`config.mk`:
```
export PLATFORM = sky130hd
export DESIGN_NAME = table_control
export DESIGN_NICKNAME = d
export VERILOG_FILES = /design/src/mult_pkg.sv /design/src/table_control.sv
export VERILOG_INCLUDE_DIRS = /design/src
export SDC_FILE = /design/constraint.sdc
export NUM_CORES = 1
export LEC_CHECK = 0
export ABC_AREA = 0
export BUFFER_PORTS_ARGS = -buffer_cell sky130_fd_sc_hd__buf_2
export CORE_MARGIN = 5
export CORE_UTILIZATION = 30
export DETAILED_ROUTE_END_ITERATION = 8
export MAX_ROUTING_LAYER = met4
export PLACE_DENSITY = 0.42
export SLEW_MARGIN = 15
export SYNTH_ARGS = -nofsm -noshare
export SYNTH_HDL_FRONTEND = slang
export SYNTH_SLANG_ARGS = --single-unit
```
`constraint.sdc`:
```
create_clock -name clk -period 2.05 [get_ports clk]
set_input_delay 0.5125 -clock clk [delete_from_list [all_inputs] [get_ports clk]]
set_output_delay 0.5125 -clock clk [all_outputs]
set_load 0.005 [all_outputs]
```
`src/mult_defines.svh`:
```
`ifndef MULT_DEFINES_SVH
`define MULT_DEFINES_SVH

// data path sizes.
`define WORD_W      27
`define LANES       4
`define TABLE_DEPTH 8
`define TADDR_W     3
`define LADDR_W     2
`define USEL_W      4   // width of the unit select on the host bus.

// unit commands.
`define CMD_NOP     3'b000
`define CMD_CLEAR   3'b100
`define CMD_EVAL0   3'b010
`define CMD_EVAL1   3'b011
`define CMD_EVAL2   3'b101

// table commands.
`define TCMD_NOP    2'b00
`define TCMD_START  2'b01

`endif
```
`src/mult_pkg.sv`:
```
`include "mult_defines.svh"

package mult_pkg;

    // one coefficient or accumulator word.
    typedef logic [`WORD_W-1:0] word_t;

    // table entry and lane addresses.
    typedef logic [`TADDR_W-1:0] taddr_t;
    typedef logic [`LADDR_W-1:0] laddr_t;

    // command words.
    typedef logic [2:0] ucmd_t;
    typedef logic [1:0] tcmd_t;

    // unit sequencer.
    typedef enum logic {
        ST_IDLE,
        ST_EVAL
    } unit_state_t;

endpackage

```
`src/table_control.sv`:
```
`include "mult_defines.svh"

module table_control (
    input  logic            clk,
    input  logic            rst_n,
    input  mult_pkg::word_t  tdatai,
    input  mult_pkg::taddr_t twraddr,
    input  logic            twren,
    input  mult_pkg::tcmd_t  command,
    output mult_pkg::word_t  tdata_0,
    output mult_pkg::word_t  tdata_1,
    output mult_pkg::word_t  tdata_2,
    output logic            idle
);
    import mult_pkg::*;

    word_t  col_0 [`TABLE_DEPTH];
    word_t  col_1 [`TABLE_DEPTH];
    word_t  col_2 [`TABLE_DEPTH];
    taddr_t rd_addr;
    logic   active;
    logic   start;

    // a start is taken only once the previous stream has fully drained.
    assign start = (command == `TCMD_START) && idle && !active;

    // host write port, one column-triple per cycle.
    always_ff @(posedge clk or negedge rst_n) begin
        if (!rst_n) begin
            for (int i = 0; i < `TABLE_DEPTH; i++) begin
                col_0[i] <= '0;
                col_1[i] <= '0;
                col_2[i] <= '0;
            end
        end else if (twren) begin
            col_0[twraddr] <= tdatai;
            col_1[twraddr] <= tdatai + word_t'(1);
            col_2[twraddr] <= tdatai + word_t'(2);
        end
    end

    // stream address counter.
    always_ff @(posedge clk or negedge rst_n) begin
        if (!rst_n) begin
            active  <= 1'b0;
            rd_addr <= '0;
        end else if (start) begin
            active  <= 1'b1;
            rd_addr <= '0;
        end else if (active) begin
            rd_addr <= rd_addr + taddr_t'(1);
            if (rd_addr == taddr_t'(`TABLE_DEPTH - 1))
                active <= 1'b0; // last entry goes out on this edge.
        end
    end

    // registered outputs.
    always_ff @(posedge clk or negedge rst_n) begin
        if (!rst_n) begin
            tdata_0 <= '0;
            tdata_1 <= '0;
            tdata_2 <= '0;
        end else if (active) begin
            tdata_0 <= col_0[rd_addr];
            tdata_1 <= col_1[rd_addr];
            tdata_2 <= col_2[rd_addr];
        end
    end

    // idle trails the counter by one cycle, so it covers every presented entry.
    always_ff @(posedge clk or negedge rst_n) begin
        if (!rst_n)
            idle <= 1'b1;
        else
            idle <= !active;
    end

endmodule

```
==> results.json <==
{
  "grt_antenna_before_repair": 5,
  "drc": 0,
  "leading_cell_types_in_the_layout_fill_and_taps_excluded": "nand2_1 (900), dfrtp_1 (720), a21oi_1 (271), buf_4 (243), o21ai_0 (223)",
  "clock_period_minus_final_worst_setup_slack_ns": 2.01,
  "cts.htree.levels": 3,
  "synthesized_area_fraction_occupied_by_ao_oa_aoi_and_oai_cells_pct": 12.0,
  "maxClockFrequency_ghz": 0.498,
  "route.vias.total": 26400,
  "crit_path_top_delay_cell": "mux4_2",
  "area_growth_from_synthesis_to_layout_pct": 24.3,
  "die_h_um": 349,
  "timing_worst_slew_pin_value_ns": 0.536,
  "crit_chain": "buf_12 -> buf_16 -> mux4_2 -> mux2i_4 -> buf_4 -> a21oi_1",
  "comb_power_share_pct": 32.3,
  "max_stage_delay_ns": 0.54,
  "synth-simple-area-share_pct": 18.0,
  "critPathTopFamily": "multiplexers",
  "grt_start_max_net_pins": 73,
  "critical_path_class": "reg2reg",
  "initial_utilization_pct": 30.2,
  "critical_path.n_buffers_inverters": 3,
  "netSwitchingPower_mw": 16.5,
  "syn_area_per_cell_sq_um": 10.1,
  "cts_max_path_buffers": 3,
  "adder_cell_share_of_the_synthesized_area_pct": 0.145,
  "cts_buffers": 85,
  "rsz0062_at_grt": "true",
  "i_o_pin_count": 117,
  "fin_crit_sh_pct": 98.0,
  "synth_mux_area_share_pct": 12.8,
  "grt.overflow.total": 0,
  "die-area_sq_um": 122000,
  "max_cap_viol_count": 0,
  "yosysTopAreaCell": "dfrtp_1",
  "cts_num_sinks": 725,
  "ys_seq_area_share_pct": 52.6,
  "internal_power_mw": 35.9,
  "yosys_register_bits": 725,
  "timing.critical_path.required_ns": 2.60,
  "power.share.switching_pct": 31.5,
  "netlist-cell-type-count": 41,
  "setup_skew_after_layout_ns": 0.0165,
  "grt_pass1_vias": 26700,
  "layout-drive-gt1-share_pct": 21.7,
  "synth_top_area_share_pct": 52.6,
  "total_detailed_routing_wirelength_mm": 113,
  "drtAntennaViolNets": 0,
  "place_hpwl_mm": 74.1,
  "synth_xor_xnor_area_share_pct": 0.584,
  "fill_cells": 11400,
  "grt_util_all_layers_pct": 19.1,
  "drt_iter0_drc": 1888,
  "synth.area.top_cells": "dfrtp_1 (53%), mux4_2 (10%), nand2_1 (9.8%)",
  "leading_cell_type_in_the_layout_fill_and_taps_excluded": "nand2_1",
  "timing.final.max_slew_violations": 0,
  "finalSetupViolations": 0,
  "cts_tree": "done",
  "design.core.area_sq_um": 114000,
  "via_per_inst": 5.04,
  "clock_insertion_delay_worst_skew_ns": 0.66,
  "timing.max_slew.rel_slack_pct": 64.3,
  "cp_max_fo": 9,
  "final_core_utilization_pct": 37.5,
  "end_kind": "flip-flop",
  "drtPass1Iterations": 5,
  "main_combinational_cell_family_by_area_after_synthesis": "simple AND/OR/NAND/NOR gates",
  "report.final.hold_viol_count": 0,
  "die_width_um": 349,
  "run_status": "completed",
  "globalplace.congestion": 0.778,
  "critPathArrivalTime_ns": 2.56,
  "number_of_warnings_printed_during_yosys_synthesis": 0,
  "grt_first_pass_wirelength_mm": 174,
  "static-leakage-power_nw": 21.5,
  "floorplan.rows": 124,
  "postLayoutSetupSlackWorst_ns": 0.0407,
  "power.share.sequential_pct": 37.3,
  "port-buffer-count": 116,
  "vdd_drop_max_mv": 0.749,
  "worst_setup_hold_path_clk_slew_ns": 0.06,
  "drt-wirelength-per-cell_um": 21.6,
  "clkPwrFrac_pct": 30.3,
  "postSynthCellCount": 3409,
  "hold_path_class": "in2reg",
  "stdcell_area_sq_um": 42800,
  "totalNegativeSetupSlack_ns": 0,
  "syn-cell-area_sq_um": 34500,
  "ctsRootBufferMaster": "clkbuf_16",
  "cp-start-kind": "flip-flop",
  "placed_area_sq_um": 39600,
  "num-nets-final": 3687,
  "syn-num-nets": 3448,
  "place_worst_setup_slack_ns": -0.166,
  "powerDensity_nw_per_um2": 1220
}
[routing by layer]
metal	GRT usage [%]	vias to the layer above	wire length (um)
li1	-	12400	-
met1	27.6	13300	55400
met2	28.7	489	50400
met3	2.78	128	4910
met4	4.22	0	2200
met5	-	-	0
[flip-flops by register name, indices dropped and copies added, names as in the netlist, 3 cells and up]
register  flops
col_0       216
col_1       216
col_2       208
rd_addr       3
tdata_0      26
tdata_1      27
tdata_2      27
[cell families (layout without fill, tap and decap cells)]
logic type / count (synthesis) / count (layout)
and+or+nand+nor: 1408 / 1408
DFF: 725 / 725
AOI/OAI and AO/OA: 686 / 686
buffers and inverters: 322 / 628
muxes: 241 / 241
xor gates and xnor gates: 23 / 23
adders and majority gates: 4 / 4
other: 0 / 3
[through the flow]
| stage | hold slack [ns] | total power [mW] | std cells |
|---|---|---|---|
| finish | 0.204 | 52.4 | 5230 |
| floorplan | 0.217 | 29.0 | 3409 |
| CTS | 0.157 | 52.9 | 5210 |
| detailed placement | 0.389 | 36.5 | 5051 |
| global placement | 0.388 | 36.4 | 5051 |
| global route | 0.196 | 55.6 | 5230 |
[Yosys cell counts]
cell type / count
nand2_1: 900
dfrtp_1: 724
a21oi_1: 273
o21ai_0: 223
clkbuf_1: 192
nor2_1: 192
and3_1: 181
a211o_1: 180
mux4_2: 160
mux2i_1: 81
buf_2: 76
nand3_1: 48
buf_1: 47
xnor2_1: 18
nand3b_1: 14
nand4_1: 11
and2_1: 9
a21o_1: 8
and4_1: 8
nor3_1: 8
nor4_1: 7
xor2_1: 5
ha_1: 4
nor3_2: 4
and4b_1: 3
buf_4: 3
inv_1: 3
nand4_2: 3
nand4b_1: 3
nand4bb_1: 3
nor4_4: 3
nor4bb_1: 3
or3_1: 3
o21ai_1: 2
clkinv_1: 1
dfstp_2: 1
nand4_4: 1
nor3_4: 1
nor4_2: 1
nor4b_2: 1
or4b_2: 1
[power groups by stage]
stage	combinational (mW)	sequential (mW)	clock, mW
floorplan	9.86	19.2	0
global placement	16.5	19.8	0
detailed placement	16.7	19.8	0
CTS	16.9	19.6	16.4
global route	18.6	20.0	16.9
finish	16.9	19.6	15.9
[cell type report]
class | instances | area (sq um) | area share, %
multi-input combinational | 2362 | 15200 | 35.6
sequential | 725 | 18200 | 42.4
clock buffer | 128 | 2490 | 5.81
inverter | 4 | 15.0 | 0.0351
clock inverter | 26 | 405 | 0.947
timing repair buffer | 470 | 4620 | 10.8
tap | 1512 | 1890 | 4.42
antenna | 3 | 7.51 | 0.0175
[repair_timing]
| action | CTS | global route |
|---|---|---|
| setup endpoints to repair | 7 | 22 |
| gates cloned | 0 | 2 |
| hold buffers | 1 | 0 |
| resized for setup | 9 | 10 |
| buffers inserted | 4 | 15 |
| endpoints found under the hold margin | 74 | 0 |
[worst paths after layout]
kind,start,to,slack [ns],depth (start not counted)
min in group asynchronous,rst_n,col_2[192],0.29,2
worst min register to register,col_0[45],col_0[45],0.47,2
worst min-delay path,tdatai[9],col_0[9],0.20,3
max in group asynchronous,rst_n,col_2[131],0.90,4
worst max register to register,rd_addr[0],tdata_2[5],0.04,6
worst max-delay path,rd_addr[0],tdata_2[5],0.04,6
[tightest hold or removal path: cells and delay by family]
family	cells	cell delay, ns
simple gates	2	0.12
buf+inv	1	0.18
Note: power is estimated with default switching activity, not from simulation.
