$ cat src/mult_defines.svh
`ifndef MULT_DEFINES_SVH
`define MULT_DEFINES_SVH

// data path sizes.
`define WORD_W      27
`define LANES       4
`define TABLE_DEPTH 8
`define TADDR_W     3
`define LADDR_W     2
`define USEL_W      4   // width of the unit select on the host bus.

// unit commands.
`define CMD_NOP     3'b000
`define CMD_CLEAR   3'b100
`define CMD_EVAL0   3'b010
`define CMD_EVAL1   3'b011
`define CMD_EVAL2   3'b101

// table commands.
`define TCMD_NOP    2'b00
`define TCMD_START  2'b01

`endif
$ cat src/mult_pkg.sv
`include "mult_defines.svh"

package mult_pkg;

    // one coefficient or accumulator word.
    typedef logic [`WORD_W-1:0] word_t;

    // table entry and lane addresses.
    typedef logic [`TADDR_W-1:0] taddr_t;
    typedef logic [`LADDR_W-1:0] laddr_t;

    // command words.
    typedef logic [2:0] ucmd_t;
    typedef logic [1:0] tcmd_t;

    // unit sequencer.
    typedef enum logic {
        ST_IDLE,
        ST_EVAL
    } unit_state_t;

endpackage

$ cat src/mult_unit.sv
`include "mult_defines.svh"

module mult_unit #(
    parameter int unsigned mult_addr = 0
) (
    input  logic                clk,
    input  logic                rst_n,
    input  logic [`USEL_W-1:0]  unit_select,
    input  mult_pkg::laddr_t     g_addr,
    input  mult_pkg::word_t      g_data,
    input  logic                g_rden,
    input  logic                g_wren,
    input  mult_pkg::ucmd_t      command,
    input  mult_pkg::word_t      tdata_0,
    input  mult_pkg::word_t      tdata_1,
    input  mult_pkg::word_t      tdata_2,
    output mult_pkg::word_t      g_q,
    output logic                idle
);
    import mult_pkg::*;

    unit_state_t            state;
    taddr_t                 cnt;
    logic                   step;
    logic [1:0]             col_sel;
    logic                   accept;
    logic                   is_eval;
    logic                   clear;
    logic                   sel_hit;
    word_t                  coef;
    word_t [`LANES-1:0]     lane_acc;

    assign accept  = idle && (state == ST_IDLE);
    assign is_eval = (command == `CMD_EVAL0) || (command == `CMD_EVAL1) ||
                     (command == `CMD_EVAL2);
    assign clear   = accept && (command == `CMD_CLEAR);
    assign sel_hit = (unit_select == `USEL_W'(mult_addr));

    // column picked at the start of the pass.
    always_comb begin
        case (col_sel)
            2'd1:    coef = tdata_1;
            2'd2:    coef = tdata_2;
            default: coef = tdata_0;
        endcase
    end

    // one wait cycle to line up with the table register, then DEPTH steps.
    always_ff @(posedge clk or negedge rst_n) begin
        if (!rst_n) begin
            state   <= ST_IDLE;
            cnt     <= '0;
            step    <= 1'b0;
            col_sel <= 2'd0;
        end else begin
            case (state)
                ST_IDLE: begin
                    if (accept && is_eval) begin
                        state <= ST_EVAL;
                        cnt   <= '0;
                        case (command)
                            `CMD_EVAL1: col_sel <= 2'd1;
                            `CMD_EVAL2: col_sel <= 2'd2;
                            default:    col_sel <= 2'd0;
                        endcase
                    end
                end
                ST_EVAL: begin
                    if (!step) begin
                        step <= 1'b1;
                    end else begin
                        cnt <= cnt + taddr_t'(1);
                        if (cnt == taddr_t'(`TABLE_DEPTH - 1)) begin
                            step  <= 1'b0;
                            state <= ST_IDLE;
                        end
                    end
                end
                default: state <= ST_IDLE;
            endcase
        end
    end

    always_ff @(posedge clk or negedge rst_n) begin
        if (!rst_n)
            idle <= 1'b1;
        else
            idle <= (state == ST_IDLE); // one cycle behind the state.
    end

    for (genvar i = 0; i < `LANES; i++) begin : g_lane
        mult_lane u_lane (
            .clk    (clk),
            .rst_n  (rst_n),
            .x_wren (g_wren && sel_hit && (g_addr == laddr_t'(i))),
            .x_data (g_data),
            .clear  (clear),
            .step   (step),
            .coef   (coef),
            .acc    (lane_acc[i])
        );
    end

    result_reader u_reader (
        .clk      (clk),
        .rst_n    (rst_n),
        .rden     (g_rden && sel_hit),
        .addr     (g_addr),
        .lane_acc (lane_acc),
        .q        (g_q)
    );

endmodule

$ cat src/result_reader.sv
`include "mult_defines.svh"

module result_reader (
    input  logic                           clk,
    input  logic                           rst_n,
    input  logic                           rden,
    input  mult_pkg::laddr_t                addr,
    input  mult_pkg::word_t [`LANES-1:0]    lane_acc,
    output mult_pkg::word_t                 q
);

    // q only moves on a read, so the host sees a stable value in between.
    always_ff @(posedge clk or negedge rst_n) begin
        if (!rst_n)
            q <= '0;
        else if (rden)
            q <= lane_acc[addr];
    end

endmodule

$ cat src/mult_lane.sv
`include "mult_defines.svh"

module mult_lane (
    input  logic           clk,
    input  logic           rst_n,
    input  logic           x_wren,
    input  mult_pkg::word_t x_data,
    input  logic           clear,
    input  logic           step,
    input  mult_pkg::word_t coef,
    output mult_pkg::word_t acc
);
    import mult_pkg::*;

    word_t                  x;
    word_t                  prod;
    word_t                  acc_next;

    // horner step truncated to one word.
    assign prod     = acc * x;
    assign acc_next = prod + coef;

    // operand register written from the host bus.
    always_ff @(posedge clk or negedge rst_n) begin
        if (!rst_n)
            x <= '0;
        else if (x_wren)
            x <= x_data;
    end

    // accumulator.
    always_ff @(posedge clk or negedge rst_n) begin
        if (!rst_n) begin
            acc <= '0;
        end else if (clear) begin
            acc <= '0;
        end else if (step) begin
            acc <= acc_next;
        end
    end

endmodule

$ cat config.mk
export PLATFORM = sky130hd
export DESIGN_NAME = mult_unit
export DESIGN_NICKNAME = d
export VERILOG_FILES = /design/src/mult_pkg.sv /design/src/mult_unit.sv /design/src/result_reader.sv /design/src/mult_lane.sv
export VERILOG_INCLUDE_DIRS = /design/src
export SDC_FILE = /design/constraint.sdc
export NUM_CORES = 2
export LEC_CHECK = 0
export BUFFER_PORTS_ARGS = -buffer_cell sky130_fd_sc_hd__buf_2
export CAP_MARGIN = 20
export CORE_ASPECT_RATIO = 1.2
export CORE_UTILIZATION = 40
export CTS_BUF_LIST = sky130_fd_sc_hd__clkbuf_8
export DETAILED_ROUTE_END_ITERATION = 10
export PLACE_DENSITY = 0.56
export SETUP_SLACK_MARGIN = 0.1
export SLEW_MARGIN = 40
export SYNTH_ARGS = -nofsm -noshare
export SYNTH_HDL_FRONTEND = slang
export SYNTH_SLANG_ARGS = --single-unit
export TNS_END_PERCENT = 100
$ cat constraint.sdc
create_clock -name clk -period 7.65 [get_ports clk]
set_input_delay 0.3825 -clock clk [delete_from_list [all_inputs] [get_ports clk]]
set_output_delay 0.3825 -clock clk [all_outputs]
set_load 0.01 [all_outputs]
==> summary.txt <==
Yosys
  • Synth Warn #: 0
  • Area of the mapped netlist: 0.0596 mm2
  • Top flip-flop cell by instance count after synthesis: dfrtp_1
  • Syn nets: 8123
  • Number of enable-type register cells in the synthesized netlist: 0
  • Number of standard cells after synthesis: 6358
  • Synth unique cells: 71
  • Sequential fraction of the synthesis area: 10.5%
  • Per-instance average area after synthesis: 9.38 um2
  • Post-synth ARST share: 100%
  • Seq cells post-synth: 251

Placement
  • Port Buffers: 148
  • Final Wtd Congestion: 0.925
  • Final HPWL from detailed placement: 159 mm
  • Number of placed cells counting well taps: 8321

Timing
  • Fin. Hold Viols: 0
  • Final worst path period share: 94.9%
  • Measured slew at the worst slew-check pin: 0.924 ns
  • Number of setup violations in the final report: 0
  • Worst Clk Skew: 0.0504 ns
  • Setup repair after global routing missed its margin: false
  • Rel. slew slack: 38.4%
  • Fin. max-slew vios: 0
  • Maximum clock frequency: 138 MHz
  • Setup_tns: 0 ns
  • Crit path time final: 7.26 ns

Final layout
  • Final nets: 8194
  • Area growth syn-to-layout: 8.20%
  • Proportion of layout cells with a drive suffix above 1: 9.76%
  • Cell Count, Final, Fillers Out: 8431

Worst setup path
  • Worst path cell trace: and2_1 -> fa_1 -> fa_1 -> fa_1 -> inv_1 -> fa_1 -> inv_1 -> fa_1 -> fa_1 -> inv_1 -> fa_1 -> inv_1 -> ha_1 -> nand2_1 -> a2111oi_1 -> or2_2 -> a31oi_1 -> xnor2_1 -> mux2i_1 -> nor2_1
  • CP max FO: 16
  • Register-to-register path setup slack: 0.39 ns
  • Endpoint of the lowest-slack register-to-register path: g_lane[2].u_lane.acc[17]
  • Start of the worst register-to-register path: g_lane[2].u_lane.acc[13]
  • Cells on worst reg2reg path: 20
  • Critical path launch point type: flip-flop
  • CP endpoint kind: flip-flop
  • Maximum cell stage delay along the critical path: 0.82 ns
  • Critical setup path kind: flip-flop to flip-flop
  • Required @ worst endpoint: 8.30 ns
  • Cell repeated most along the worst path: fa_1
  • Cell type group with the largest total delay on the critical path: adder cells
  • Arrival time worst endpoint: 7.91 ns
  • Buf+Inv Stages, Crit Path: 4
  • Slowest cell on crit path: dfrtp_1

Hold path
  • Type of the worst min-delay path: input port to flip-flop
  • Hold Path Cell Cnt: 3
  • Min-delay src: command[1]
  • Capture endpoint of the worst hold path: col_sel[1]

GRT
  • Number of antenna violations at the first check in global routing: 20
  • Total track usage: 26.9%
  • Via count of the first global-routing pass: 46705
  • Pin count of the biggest net entering global routing: 62
  • Wire length of the first global-routing pass: 298 mm
  • Remaining Overflow, GRT: 0

Detailed routing
  • Final ANT Viol Nets: 0
  • Total via count in the routed design: 43715
  • Via-per-instance ratio: 5.19
  • Final Routed Wirelength: 198 mm
  • Number of DRC violations after detailed routing: 0
  • Iteration-0 DRC Markers: 3022
  • Post-DR wirelength/cell: 23.5 um
  • First drt pass iteration count: 5

Clocking
  • Clock tree from TritonCTS: yes
  • Clock-pin transition on the worst setup and hold timing paths: 0.07 ns
  • Sinks on the clock net: 251
  • Buffer depth of the longest clock path: 3
  • Clock latency on the worst-skew pair: 0.77 ns
  • Number of clock buffers inserted by TritonCTS: 52
  • # Post-CTS Setup Buffers: 0
  • Root buffer selected by CTS: clkbuf_8
  • Number of H-tree branching levels: 2

Floorplan
  • Count of boundary I/O pins: 149
  • Die Height: 425 um
  • Initial Utilization: 40.5%
  • Chip Width: 355 um
  • Core Footprint: 0.147 mm2
  • Die area: 0.151 mm2
  • Site Rows: 154

Run status
  • Run status: completed

Job
  • Number of maximum-capacitance constraint violations: 0
-- stage by stage --
stage          instance area, um2  hold slack, ns  util (%)  setup slack [ns]
3_3_place_gp                63100           0.453      42.8            0.0239
6_report                    64500          0.0599      43.8             0.390
2_1_floorplan               59600          0.0869         -              1.22
5_1_grt                     64500          0.0524      43.8             0.149
4_1_cts                     64500          0.0120      43.8             0.264
3_5_place_dp                63200           0.360      42.9             0.292
-- metal layers --
layer / global-route usage (%) / wire length [um] / vias up / part of all wire (%)
li1: - / - / 18838 / -
met1: 34.0 / 78500 / 22951 / 40
met2: 45.0 / 94600 / 1545 / 48
met3: 4.07 / 14000 / 377 / 7.0
met4: 13.2 / 11100 / 4 / 5.6
met5: 0 / 31 / - / 0.016
-- worst register-to-register path, stage by stage, from the launching register on --
cell and delay, ns:
dfrtp_1 0.82, and2_1 0.25, fa_1 0.45, fa_1 0.49
fa_1 0.52, inv_1 0.05, fa_1 0.52, inv_1 0.06
fa_1 0.48, fa_1 0.54, inv_1 0.05, fa_1 0.47
inv_1 0.04, ha_1 0.38, nand2_1 0.09, a2111oi_1 0.62
or2_2 0.25, a31oi_1 0.14, xnor2_1 0.64, mux2i_1 0.16
nor2_1 0.13
-- sequential cells by signal, summed over array words and instances, names as in the netlist --
register / flops
g_lane.u_lane.acc: 108
g_lane.u_lane.x: 108
state: 1
u_reader.q: 27
step: 1
idle: 1
cnt: 3
col_sel: 2
-- cells by family (layout without fill, tap and decap cells) --
family | after synthesis | after routing | synth area share [%]
flops | 251 | 251 | 10.5
other cells | 0 | 8 | 0
buf+inv | 1797 | 1912 | 11.4
simple gates | 1848 | 1848 | 16.0
fa+ha+maj | 1644 | 1644 | 49.7
compound gates | 312 | 312 | 3.44
mux | 234 | 234 | 4.78
xor+xnor | 272 | 272 | 4.11
-- cell type report --
| type | instances | area [um2] |
|---|---|---|
| fillers | 14415 | 82900 |
| multi-input cells | 4310 | 46700 |
| flip-flops and latches | 251 | 6310 |
| inverters | 1491 | 5600 |
| well taps | 1950 | 2440 |
| repair buffers | 323 | 2160 |
| clock buffers | 63 | 867 |
| clock inverters | 35 | 399 |
| diodes | 8 | 20.0 |
-- repair_timing --
item | CTS | global route
setup endpoints to repair | 0 | 4
gates resized for setup | 0 | 6
endpoints found under the hold margin | 57 | 0
hold buffers | 4 | 0
-- cells in the mapped netlist (all sizes together), types with 12 or more instances --
library cell	count	area (um2)
a211oi	21	158
a21o	30	225
a21oi	91	470
a22oi	28	215
a31oi	12	75.1
and2	953	5960
and3	15	93.8
buf	35	158
clkbuf	271	1020
dfrtp	250	6260
fa	1212	24300
ha	432	5410
inv	1491	5600
mux2	135	1520
mux2i	72	721
mux4	27	608
nand2	633	2380
nand3	24	120
nor2	146	548
nor2b	13	81.3
nor3	29	150
o21a	16	120
o21ai	56	280
xnor2	214	1890
xor2	54	473
-- placed cells by master (no fill, tap or decap), types with 7 or more instances in the layout --
master | synthesis | layout
inv_1 | 1491 | 1497
fa_1 | 1212 | 1212
and2_1 | 953 | 952
nand2_1 | 632 | 631
ha_1 | 432 | 430
dfrtp_1 | 250 | 232
xnor2_1 | 212 | 212
buf_4 | 0 | 162
nor2_1 | 146 | 146
buf_2 | 9 | 146
mux2_2 | 134 | 134
a21oi_1 | 89 | 74
mux2i_1 | 72 | 72
clkbuf_8 | 0 | 63
xor2_1 | 54 | 54
o21ai_0 | 55 | 46
a21o_1 | 30 | 30
nor3_1 | 28 | 28
a22oi_1 | 27 | 27
mux4_2 | 27 | 27
nand3_1 | 24 | 24
a211oi_1 | 21 | 21
dfrtp_2 | 0 | 17
o21a_1 | 16 | 16
and3_1 | 15 | 15
nor2b_1 | 13 | 13
a31oi_1 | 12 | 12
clkinv_2 | 0 | 11
a21oi_4 | 1 | 9
diode_2 | 0 | 8
a21oi_2 | 1 | 8
o21bai_1 | 8 | 8
bufinv_16 | 0 | 8
or2_2 | 7 | 7
o22ai_1 | 7 | 7
or3_1 | 7 | 7
clkinvlp_4 | 0 | 7
-- worst max path at each step --
stage	startpoint	cells after the start	endpoint
3_5_place_dp	g_lane[1].u_lane.x[1]	22	g_lane[1].u_lane.acc[26]
4_1_cts	g_lane[1].u_lane.x[1]	22	g_lane[1].u_lane.acc[26]
3_3_place_gp	g_lane[2].u_lane.acc[11]	20	g_lane[2].u_lane.acc[17]
5_1_grt	g_lane[2].u_lane.acc[13]	20	g_lane[2].u_lane.acc[17]
6_report	g_lane[2].u_lane.acc[13]	20	g_lane[2].u_lane.acc[17]
2_1_floorplan	g_lane[1].u_lane.acc[9]	24	g_lane[1].u_lane.acc[25]
Power is left out: the tool's default activity adds up to more than one toggle a clock period on the data nets, which glitch-free logic cannot reach.
